[src/include/host_macros.svh]
`ifndef HOST_MACROS_SVH
`define HOST_MACROS_SVH

// Address window codes in wbs_adr_i[31:28] and [27:24]
`define CH_USER_SPACE 4'h3
`define CH_HOST_PERIPH 4'hF

// Peripheral ID in peripheral address bits 23:16
`define CH_UART_ID 8'h01

// UART register byte offsets in the local address
`define CH_UART_TX_REG 16'h0000
`define CH_UART_RX_REG 16'h0004
`define CH_UART_STATUS_REG 16'h0008

// Kept small so that simulation stays short
`define CH_CLKS_PER_BIT 8

`endif

[src/host_pkg.sv]
`default_nettype none

package host_pkg;

	// Peripheral ID and register offset inside the selected device
	typedef struct packed {
		logic [7:0]  id;
		logic [15:0] local_addr;
	} periph_fields_t;

	// Bridge drives the raw word, devices decode the fields
	typedef union packed {
		logic [23:0]    raw;
		periph_fields_t fields;
	} periph_addr_u;

	// Low 3 bits of the UART status register
	typedef struct packed {
		logic rx_valid;
		logic rx_overrun;
		logic tx_busy;
	} uart_status_t;

endpackage

`default_nettype wire

[src/periph_bus_if.sv]
`timescale 1ns/1ps
`default_nettype none

interface periph_bus_if;

	logic                      we;
	logic                      oe;
	logic                      busy;
	host_pkg::periph_addr_u    address;
	logic [3:0]                byte_select;
	logic [31:0]               data_write;
	logic [31:0]               data_read;

	// Bridge side issues the access
	modport bridge (
		output we, oe, address, byte_select, data_write,
		input  busy, data_read
	);

	// Device side answers and may stall
	modport device (
		input  we, oe, address, byte_select, data_write,
		output busy, data_read
	);

endinterface

`default_nettype wire

[src/wb_periph_bridge.sv]
`timescale 1ns/1ps
`default_nettype none

module wb_periph_bridge (
	input  wire        wb_clk_i,
	input  wire        reset_i,
	input  wire        wb_stb_i,
	input  wire        wb_cyc_i,
	input  wire        wb_we_i,
	input  wire [3:0]  wb_sel_i,
	input  wire [31:0] wb_data_i,
	input  wire [23:0] wb_adr_i,
	output logic       wb_ack_o,
	output logic [31:0] wb_data_o,
	periph_bus_if.bridge pbus
);

	logic pending;
	logic access;
	logic done;

	// One access per Wishbone cycle, blocked once it has completed
	assign access = wb_stb_i && wb_cyc_i && !pending;
	assign done = access && !pbus.busy;

	assign pbus.we = access && wb_we_i;
	assign pbus.oe = access && !wb_we_i;
	assign pbus.address.raw = wb_adr_i;
	assign pbus.byte_select = wb_sel_i;
	assign pbus.data_write = wb_data_i;

	always_ff @(posedge wb_clk_i) begin
		if (reset_i) begin
			wb_ack_o <= 1'b0;
			pending <= 1'b0;
		end else begin
			wb_ack_o <= done;
			if (done) begin
				pending <= 1'b1;
			end else if (!(wb_stb_i && wb_cyc_i)) begin
				// Master has dropped the strobe after ack
				pending <= 1'b0;
			end
		end
	end

	// Read data is captured in the completing cycle
	always_ff @(posedge wb_clk_i) begin
		if (done && !wb_we_i) begin
			wb_data_o <= pbus.data_read;
		end
	end

endmodule

`default_nettype wire

[src/uart_device.sv]
`timescale 1ns/1ps
`default_nettype none

`include "host_macros.svh"

module uart_device (
	input  wire  wb_clk_i,
	input  wire  reset_i,
	input  wire  uart_rx_i,
	output logic uart_tx_o,
	periph_bus_if.device pbus
);

	localparam int CNT_W = $clog2(`CH_CLKS_PER_BIT) + 1;
	localparam logic [CNT_W-1:0] LAST_CNT = CNT_W'(`CH_CLKS_PER_BIT - 1);
	localparam logic [CNT_W-1:0] HALF_CNT = CNT_W'(`CH_CLKS_PER_BIT / 2);

	logic                   dev_sel;
	logic [15:0]            local_addr;
	logic                   tx_write;
	logic                   rx_read;
	host_pkg::uart_status_t status;

	logic [9:0]       tx_shift;
	logic [CNT_W-1:0] tx_cnt;
	logic [3:0]       tx_bit;
	logic             tx_busy;

	logic             rx_meta;
	logic             rx_sync;
	logic             rx_active;
	logic [CNT_W-1:0] rx_cnt;
	logic [3:0]       rx_bit;
	logic [7:0]       rx_shift;
	logic [7:0]       rx_data;
	logic             rx_valid;
	logic             rx_overrun;

	assign dev_sel = pbus.address.fields.id == `CH_UART_ID;
	assign local_addr = pbus.address.fields.local_addr;

	assign tx_write = dev_sel && pbus.we && local_addr == `CH_UART_TX_REG && pbus.byte_select[0];
	assign rx_read = dev_sel && pbus.oe && local_addr == `CH_UART_RX_REG;

	// Stall a TX write until the frame on the line has ended
	assign pbus.busy = tx_write && tx_busy;

	assign status.rx_valid = rx_valid;
	assign status.rx_overrun = rx_overrun;
	assign status.tx_busy = tx_busy;

	always_comb begin
		pbus.data_read = 32'h0;
		if (dev_sel) begin
			case (local_addr)
				`CH_UART_RX_REG:     pbus.data_read[7:0] = rx_data;
				`CH_UART_STATUS_REG: pbus.data_read[2:0] = status;
				default:             pbus.data_read = 32'h0;
			endcase
		end
	end

	assign uart_tx_o = tx_busy ? tx_shift[0] : 1'b1;

	// Transmitter, stop bit and start bit framed around the byte
	always_ff @(posedge wb_clk_i) begin
		if (reset_i) begin
			tx_busy <= 1'b0;
		end else if (tx_write && !tx_busy) begin
			tx_shift <= {1'b1, pbus.data_write[7:0], 1'b0};
			tx_cnt <= '0;
			tx_bit <= '0;
			tx_busy <= 1'b1;
		end else if (tx_busy) begin
			if (tx_cnt == LAST_CNT) begin
				tx_cnt <= '0;
				tx_shift <= {1'b1, tx_shift[9:1]};
				if (tx_bit == 4'd9) begin
					tx_busy <= 1'b0;
				end else begin
					tx_bit <= tx_bit + 4'd1;
				end
			end else begin
				tx_cnt <= tx_cnt + 1'b1;
			end
		end
	end

	always_ff @(posedge wb_clk_i) begin
		if (reset_i) begin
			rx_meta <= 1'b1;
			rx_sync <= 1'b1;
		end else begin
			rx_meta <= uart_rx_i;
			rx_sync <= rx_meta;
		end
	end

	// Receiver counts down to each bit middle
	always_ff @(posedge wb_clk_i) begin
		if (reset_i) begin
			rx_active <= 1'b0;
			rx_valid <= 1'b0;
			rx_overrun <= 1'b0;
		end else begin
			if (rx_read) begin
				rx_valid <= 1'b0;
				rx_overrun <= 1'b0;
			end
			if (!rx_active) begin
				if (!rx_sync) begin
					rx_active <= 1'b1;
					rx_cnt <= HALF_CNT;
					rx_bit <= '0;
				end
			end else if (rx_cnt != '0) begin
				rx_cnt <= rx_cnt - 1'b1;
			end else begin
				rx_cnt <= LAST_CNT;
				rx_bit <= rx_bit + 4'd1;
				if (rx_bit == 4'd0) begin
					// Line went high again, not a real start bit
					if (rx_sync) begin
						rx_active <= 1'b0;
					end
				end else if (rx_bit != 4'd9) begin
					rx_shift <= {rx_sync, rx_shift[7:1]};
				end else begin
					rx_active <= 1'b0;
					if (rx_sync) begin
						rx_data <= rx_shift;
						rx_valid <= 1'b1;
						rx_overrun <= !rx_read && (rx_valid || rx_overrun);
					end
				end
			end
		end
	end

endmodule

`default_nettype wire

[src/host_router.sv]
`timescale 1ns/1ps
`default_nettype none

`include "host_macros.svh"

module host_router (
	input  wire        wb_clk_i,
	input  wire        reset_i,
	input  wire        wbs_stb_i,
	input  wire        wbs_cyc_i,
	input  wire [7:0]  wbs_adr_hi_i,
	input  wire        host_ack_i,
	input  wire [31:0] host_data_i,
	input  wire        caravel_ack_i,
	input  wire [31:0] caravel_data_i,
	output logic       host_stb_o,
	output logic       host_cyc_o,
	output logic       caravel_stb_o,
	output logic       caravel_cyc_o,
	output logic       wbs_ack_o,
	output logic [31:0] wbs_data_o
);

	logic user_space;
	logic host_addr;
	logic host_sel;
	logic caravel_en;

	assign user_space = wbs_adr_hi_i[7:4] == `CH_USER_SPACE;
	assign host_addr = user_space && wbs_adr_hi_i[3:0] == `CH_HOST_PERIPH;

	// Held from the first host strobe until the bridge acks
	always_ff @(posedge wb_clk_i) begin
		if (reset_i || host_ack_i) begin
			host_sel <= 1'b0;
		end else if (wbs_stb_i && wbs_cyc_i && host_addr) begin
			host_sel <= 1'b1;
		end
	end

	// Host addresses never reach the Caravel master, not even before host_sel
	assign caravel_en = user_space && !host_addr && !host_sel;

	assign caravel_stb_o = wbs_stb_i && caravel_en;
	assign caravel_cyc_o = wbs_cyc_i && caravel_en;
	assign host_stb_o = wbs_stb_i && host_sel;
	assign host_cyc_o = wbs_cyc_i && host_sel;

	assign wbs_ack_o = host_sel ? host_ack_i : caravel_ack_i;
	assign wbs_data_o = host_sel ? host_data_i : caravel_data_i;

endmodule

`default_nettype wire

[src/caravel_host.sv]
`timescale 1ns/1ps
`default_nettype none

module caravel_host (
	input  wire        wb_clk_i,
	input  wire        reset_i,

	// Wishbone slave port from the management core
	input  wire        wbs_stb_i,
	input  wire        wbs_cyc_i,
	input  wire        wbs_we_i,
	input  wire [3:0]  wbs_sel_i,
	input  wire [31:0] wbs_data_i,
	input  wire [31:0] wbs_adr_i,
	output logic       wbs_ack_o,
	output logic [31:0] wbs_data_o,

	// Caravel Wishbone master
	output logic       caravel_wb_cyc_o,
	output logic       caravel_wb_stb_o,
	output logic       caravel_wb_we_o,
	output logic [3:0] caravel_wb_sel_o,
	output logic [31:0] caravel_wb_data_o,
	output logic [27:0] caravel_wb_adr_o,
	input  wire        caravel_wb_ack_i,
	input  wire [31:0] caravel_wb_data_i,

	input  wire        caravel_uart_rx_i,
	output logic       caravel_uart_tx_o
);

	logic        host_stb;
	logic        host_cyc;
	logic        host_ack;
	logic [31:0] host_data;

	periph_bus_if pbus ();

	// Pass-through fields, strobes come from the router
	assign caravel_wb_we_o = wbs_we_i;
	assign caravel_wb_sel_o = wbs_sel_i;
	assign caravel_wb_data_o = wbs_data_i;
	assign caravel_wb_adr_o = wbs_adr_i[27:0];

	host_router router (
		.wb_clk_i       (wb_clk_i),
		.reset_i        (reset_i),
		.wbs_stb_i      (wbs_stb_i),
		.wbs_cyc_i      (wbs_cyc_i),
		.wbs_adr_hi_i   (wbs_adr_i[31:24]),
		.host_ack_i     (host_ack),
		.host_data_i    (host_data),
		.caravel_ack_i  (caravel_wb_ack_i),
		.caravel_data_i (caravel_wb_data_i),
		.host_stb_o     (host_stb),
		.host_cyc_o     (host_cyc),
		.caravel_stb_o  (caravel_wb_stb_o),
		.caravel_cyc_o  (caravel_wb_cyc_o),
		.wbs_ack_o      (wbs_ack_o),
		.wbs_data_o     (wbs_data_o)
	);

	wb_periph_bridge bridge (
		.wb_clk_i  (wb_clk_i),
		.reset_i   (reset_i),
		.wb_stb_i  (host_stb),
		.wb_cyc_i  (host_cyc),
		.wb_we_i   (wbs_we_i),
		.wb_sel_i  (wbs_sel_i),
		.wb_data_i (wbs_data_i),
		.wb_adr_i  (wbs_adr_i[23:0]),
		.wb_ack_o  (host_ack),
		.wb_data_o (host_data),
		.pbus      (pbus.bridge)
	);

	uart_device uart (
		.wb_clk_i  (wb_clk_i),
		.reset_i   (reset_i),
		.uart_rx_i (caravel_uart_rx_i),
		.uart_tx_o (caravel_uart_tx_o),
		.pbus      (pbus.device)
	);

endmodule

`default_nettype wire

[config.mk]
export PLATFORM = sky130hd
export DESIGN_NAME = caravel_host
export DESIGN_NICKNAME = d
export VERILOG_FILES = /design/src/host_pkg.sv /design/src/periph_bus_if.sv /design/src/wb_periph_bridge.sv /design/src/uart_device.sv /design/src/host_router.sv /design/src/caravel_host.sv
export VERILOG_INCLUDE_DIRS = /design/src /design/src/include
export SDC_FILE = /design/constraint.sdc
export NUM_CORES = 1
export LEC_CHECK = 0
export BUFFER_PORTS_ARGS = -buffer_cell sky130_fd_sc_hd__buf_2
export CAP_MARGIN = 20
export CORE_UTILIZATION = 35
export DETAILED_ROUTE_END_ITERATION = 7
export GPL_TIMING_DRIVEN = 0
export HOLD_SLACK_MARGIN = 0.12
export SLEW_MARGIN = 10
export SYNTH_ARGS = -nofsm -noshare
export SYNTH_HDL_FRONTEND = slang
export SYNTH_HIERARCHICAL = 1
export SYNTH_SLANG_ARGS = --single-unit
[constraint.sdc]
create_clock -name wb_clk_i -period 4.89 [get_ports wb_clk_i]
set_input_delay 0.2445 -clock wb_clk_i [delete_from_list [all_inputs] [get_ports wb_clk_i]]
set_output_delay 0.2445 -clock wb_clk_i [all_outputs]
set_load 0.02 [all_outputs]
==> After elaboration in Yosys (flattened, before gate mapping) <==
Cells that the tools add are included.
{ "totals": {"regBits": 83, "wordCells": 126} }
{ "op_classes": {"muxes": 41, "n_eq_ne": 12, "bitwise_logic": 4, "add_sub_neg": 4, "reduce_logical": 45} }
{ "ops": {"columns": ["op", "n"], "rows": [
  ["$mux 4", 11],
  ["$mux 32", 1],
  ["$mux 1", 25],
  ["$logic_and 1x1->1", 23],
  ["$mux 10", 2],
  ["$eq 16x3->1 const B", 1],
  ["$eq 16x4->1 const B", 1],
  ["$logic_not 16->1", 1],
  ["$add 4x1->4 const B", 3],
  ["$mux 9", 1],
  ["$eq 4x4->1 const B", 2],
  ["$eq 8x1->1 const B", 1],
  ["$logic_not 1->1", 7],
  ["$pmux 3 s2", 1],
  ["$reduce_and 2->1", 3],
  ["$reduce_and 3->1", 2],
  ["$reduce_and 6->1", 1],
  ["$reduce_and 5->1", 1],
  ["$eq 4x2->1 const B", 1],
  ["$eq 4x3->1 const B", 1],
  ["$logic_not 4->1", 1],
  ["$ne 2x1->1 const B", 2],
  ["$ne 2x2->1 const B", 2],
  ["$ne 4x4->1 const B", 1],
  ["other kinds (6)", 11]
]} }

==> Longest topological paths before layout <==
{ "logic_depth": {"ltp_word": 13, "mapped_depth": 10, "mapped_depth_nobuf": 7} }

==> Hierarchy <==
The synthesis kept the hierarchy.
{ "by_module_without_submodules": {"columns": ["mod", "seq_area_each_um2", "area_per_inst_um2", "instances", "cells_per_inst"], "rows": [
  ["uart_device", 1351.3, 2359.8, 1, 192],
  ["wb_periph_bridge", 1001.0, 1491.4, 1, 101],
  ["host_router", 20.0, 628.1, 1, 47],
  ["caravel_host", 0.0, 488.0, 1, 65]
]} }

==> Worst setup path after synthesis <==
OpenSTA, ideal clock, no wires.
{ "synth_timing": {"kind": "register -> register", "startpoint": "register router.host_sel", "endpoint": "register bridge.wb_data_o[0], enable pin", "required_ns": 4.388, "period_less_slack_ns": 4.961, "arrival_ns": 4.460, "setup_ns": 0.502, "setup_slack_ns": -0.071, "path_stages_with_launch": 9, "path_cell_list": "dfxtp_1 -> buf_6 -> buf_6 -> and2_1 -> nand2_1 -> nor3b_1 -> and4bb_2 -> and4_1 -> nor4_1"} }
{ "synth_via": {"elab_chain_cells": 11} }
{ "synth_lines": {"columns": ["item", "line_no", "source"], "rows": [
  ["start, declared", "host_router.sv:26", "logic host_sel;"],
  ["start signal, assigned", "host_router.sv:35", "host_sel <= 1'b0;"],
  ["start signal, assigned", "host_router.sv:37", "host_sel <= 1'b1;"],
  ["$logic_and 1x1->1", "host_router.sv:46", "assign host_stb_o = wbs_stb_i && host_sel;"],
  ["named net host_stb", "caravel_host.sv:32", "logic host_stb;"],
  ["$logic_and 1x1->1 (2 in a row)", "wb_periph_bridge.sv:23", "assign access = wb_stb_i && wb_cyc_i && !pending;"],
  ["$logic_and 1x1->1", "wb_periph_bridge.sv:26", "assign pbus.we = access && wb_we_i;"],
  ["named net pbus.we", "periph_bus_if.sv:6", "logic we;"],
  ["$logic_and 1x1->1", "uart_device.sv:42", "assign tx_write = dev_sel && pbus.we && local_addr == `CH_UART_TX_REG && pbus.byte_select[0];"],
  ["$logic_and 1x1->1 (no source line)", null, null],
  ["$logic_and 1x1->1", "uart_device.sv:42", null],
  ["$logic_and 1x1->1", "uart_device.sv:46", "assign pbus.busy = tx_write && tx_busy;"],
  ["named net pbus.busy", "periph_bus_if.sv:8", "logic busy;"],
  ["$logic_not 1->1", "wb_periph_bridge.sv:24", "assign done = access && !pbus.busy;"],
  ["$logic_and 1x1->1", "wb_periph_bridge.sv:24", null],
  ["$logic_and 1x1->1", "wb_periph_bridge.sv:49", "if (done && !wb_we_i) begin"],
  ["end signal, assigned", "wb_periph_bridge.sv:50", "wb_data_o <= pbus.data_read;"],
  ["end, declared", "wb_periph_bridge.sv:14", "output logic [31:0] wb_data_o,"]
]} }
The timed path passes the listed nets, and every way through them passes these cells.
A chain may end at the register's enable or synchronous reset.

==> Final worst setup path <==
{ "layout_timing": {"startpoint": "register router.host_sel", "endpoint": "register uart.tx_shift[1], enable pin"} }
{ "layout_via": {"elab_chain_cells": 10} }
{ "layout_lines": {"columns": ["item", "line_no", "source"], "rows": [
  ["$logic_and 1x1->1 (*)", "host_router.sv:46", null],
  ["named net host_stb", "caravel_host.sv:32", null],
  ["$logic_and 1x1->1 (*) (2 in a row)", "wb_periph_bridge.sv:23", null],
  ["$logic_and 1x1->1 (*)", "wb_periph_bridge.sv:26", null],
  ["named net pbus.we", "periph_bus_if.sv:6", null],
  ["$logic_and 1x1->1 (*)", "uart_device.sv:42", null],
  ["$logic_and 1x1->1 (no source line) (*)", null, null],
  ["$logic_and 1x1->1 (*)", "uart_device.sv:42", null],
  ["$logic_and 1x1->1 (*)", "uart_device.sv:69", "end else if (tx_write && !tx_busy) begin"],
  ["$reduce_bool 2->1 (no source line)", null, null],
  ["$reduce_and 3->1 (no source line) (*)", null, null],
  ["end signal, assigned", "uart_device.sv:70", "tx_shift <= {1'b1, pbus.data_write[7:0], 1'b0};"],
  ["end signal, assigned", "uart_device.sv:77", "tx_shift <= {1'b1, tx_shift[9:1]};"],
  ["end, declared", "uart_device.sv:24", "logic [9:0] tx_shift;"]
]} }
The timed path passes the listed nets; every way through them passes the cells marked *.

==> flow_summary.yaml <==
sta:
  number_of_setup_violations_in_the_final_report: 0
  fmax_mhz: 302.1
  max_slew_margin: 0.3052
  max_slew.worst_pin.slew_ns: 1.042
  period_utilization: 0.6770
  slew_limit_fails: 0
  finalHoldViolCount: 0
  period_needed_ns: 3.311
  final.setup.worst_slack_ns: 1.579
  rsz_0062_raised_after_global_routing: "false"
  totalNegativeSetupSlack_ns: 0
  final.setup_skew_ns: 0.007021
power_and_ir_drop:
  combinational_fraction_of_design_power: 0.140
  static-leakage-power_nw: 2.777
  sequentialPowerShare: 0.465
  sw_frac_of_total: 0.2208
  internal-power_mw: 1.277
  worst_ir_drop_vdd_mv: 0.1359
  power.density_nw_per_um2: 266.7
  power_share_of_the_clock_group: 0.394
  p_sw_mw: 0.3617
die:
  die_span_x_um: 118.7
  boundaryPins: 208
  coreArea_um2: 13240
  num_rows: 42
  initial_utilization: 0.3598
  die_h_um: 118.7
  full_die_area_um2: 14080
critical_path:
  critical-path-top-delay-family: "simple AND/OR/NAND/NOR gates"
  crit_path_max_fo: 10
  worst_path_most_repeated_cell: "buf_6"
  worst_path_largest_cell_delay_ns: 0.80
  worst_ep_arrival_time_ns: 3.26
  crit_type: "flop to flop"
  critical_path.slowest_cell: "a21oi_1"
  end_kind: "flop"
  cp_cell_sequence: "buf_6, buf_6, and2_1, nand2_1, nor3b_1, and4bb_2, nand2b_1, or3_1, buf_6, a21oi_1"
  depth_of_the_worst_register_to_register_path: 10
  setup.worst_path.start_class: "flop"
  worst-path-stages: 10
  critical_path_required_ns: 4.84
  worst-path-buf-inv: 3
min_path:
  hold_path_depth: 2
  worstHoldPathType: "input pin to flop"
drt:
  wl_um: 8656
  first_pass_iters: 4
  routedWlPerCell_um: 11.65
  drc: 0
  drt.antenna.violating_nets: 0
  routed-via-count: 3092
  drt_iter0_drc: 120
  routed_via_density: 4.162
yosys:
  syn_area_per_cell_um2: 12.60
  syn-instance-count: 378
  yosys_warnings: 6
  syn-cell-area_um2: 4765
clocking:
  cts_max_level: 3
  clkSlewWorstSetupHoldPaths_ns: 0.06
  cts_inserted_buffers: 9
  cts_buffer_depth: 2
  clkSinkCount: 82
  worstSkewPairLatency_ns: 0.33
  tritoncts: "built"
  clock_tree.root_cell: "clkbuf_16"
place:
  pre_cts_ws_ns: 1.630
  total_half_perimeter_wirelength_after_legalization_and_detailed_placement_um: 6978
  numPortBuffers: 147
  gp_congestion: 0.7927
layout:
  final_layout_size_suffix_gt1_frac: 0.6032
  antenna-diode-count: 0
  finish.net_count: 677
  area.growth.synth_to_final_pct: 28.94
grt:
  wire_length_of_the_first_global_routing_pass_um: 13970
  first_global_vias: 3035
  grt_start_max_net_pins: 16
  antenna_found_initial: 0
  grtUsageTotal: 0.1268
  grt_overflow: 0
run_status:
  status: "completed"
job:
  drv_cap: 0
state kept, by name, indices dropped and copies added (netlist names), 4 cells and up:
name and cells:
uart/tx_cnt 4, uart/rx_shift 8, uart/rx_cnt 4, bridge/wb_data_o 32
uart/rx_data 8, uart/rx_bit 4, uart/tx_shift 9, uart/tx_bit 4
cell type report:
cell class / instances / area, um2
repair buffers: 151 / 773.2
inverters: 8 / 30.03
fillers: 1224 / 7099
multi-input cells: 183 / 1470
plain buffers: 128 / 993.5
clock inverters: 5 / 55.05
well taps: 176 / 220.2
flip-flops and latches: 82 / 2372
clock buffers: 10 / 229.0
through the flow:
stage | hold slack (ns) | utilization | area (um2) | cells | total power, mW
after CTS | 0.1588 | 0.4635 | 6138 | 742 | 1.661
after global placement | 0.3936 | 0.4390 | 5813 | 724 | 1.005
final | 0.1710 | 0.4639 | 6143 | 743 | 1.639
after global routing | 0.1681 | 0.4639 | 6143 | 743 | 1.702
after floorplan | 0.3213 | - | 4857 | 401 | 0.9446
after detailed placement | 0.3929 | 0.4413 | 5844 | 726 | 1.008
timing repair:
| item | CTS | global route |
|---|---|---|
| hold buffers | 1 | 0 |
| buffers inserted | 0 | 0 |
| gates resized for setup | 0 | 0 |
| endpoints found under the hold margin | 1 | 0 |
metal layers:
layer / up-vias / global-route usage / share of wire
met5: - / 0 / 0
met4: 0 / 0.05222 / 0.015
met3: 14 / 0.02751 / 0.084
met2: 158 / 0.2284 / 0.49
met1: 1369 / 0.1440 / 0.41
li1: 1551 / - / -
worst reg2reg max path: cells and delay by family, from the launching register on:
family | cells | cell delay, ns
compound gates | 1 | 0.81
buf+inv | 3 | 0.52
flops | 1 | 0.32
simple gates | 6 | 1.29
cells in the final DEF (no fill, tap or decap), types with 3 or more instances in the layout:
| master | n |
|---|---|
| conb_1 | 24 |
| a21oi_1 | 9 |
| buf_2 | 148 |
| mux2_4 | 34 |
| nand2_1 | 8 |
| nand2b_1 | 4 |
| buf_6 | 5 |
| clkbuf_16 | 9 |
| dfxtp_1 | 9 |
| xnor2_1 | 4 |
| edfxtp_1 | 73 |
| nor2_1 | 23 |
| nor3_1 | 8 |
| inv_1 | 8 |
| mux2_2 | 6 |
| ha_1 | 7 |
| a22oi_1 | 3 |
| nor2b_1 | 3 |
| and2_1 | 10 |
| buf_4 | 122 |
| nand3_1 | 5 |
final timing paths:
kind | from | endpoint | slack [ns]
setup / recovery | router/host_sel$_SDFFE_PP0P_ | uart/tx_shift[1]$_DFFE_PP_ | 1.58
setup reg to reg | router/host_sel$_SDFFE_PP0P_ | uart/tx_shift[1]$_DFFE_PP_ | 1.58
hold reg to reg | uart/rx_meta$_SDFF_PP1_ | uart/rx_sync$_SDFF_PP1_ | 0.41
hold / removal | reset_i | router/host_sel$_SDFFE_PP0P_ | 0.17
power by group through the flow:
stage	clock network (mW)	logic, mW	registers (mW)
final	0.646	0.230	0.763
after global routing	0.694	0.246	0.763
after CTS	0.667	0.231	0.762
after detailed placement	0	0.230	0.777
after global placement	0	0.228	0.777
after floorplan	0	0.168	0.776
No activity file was read; power rests on OpenSTA's default activity.
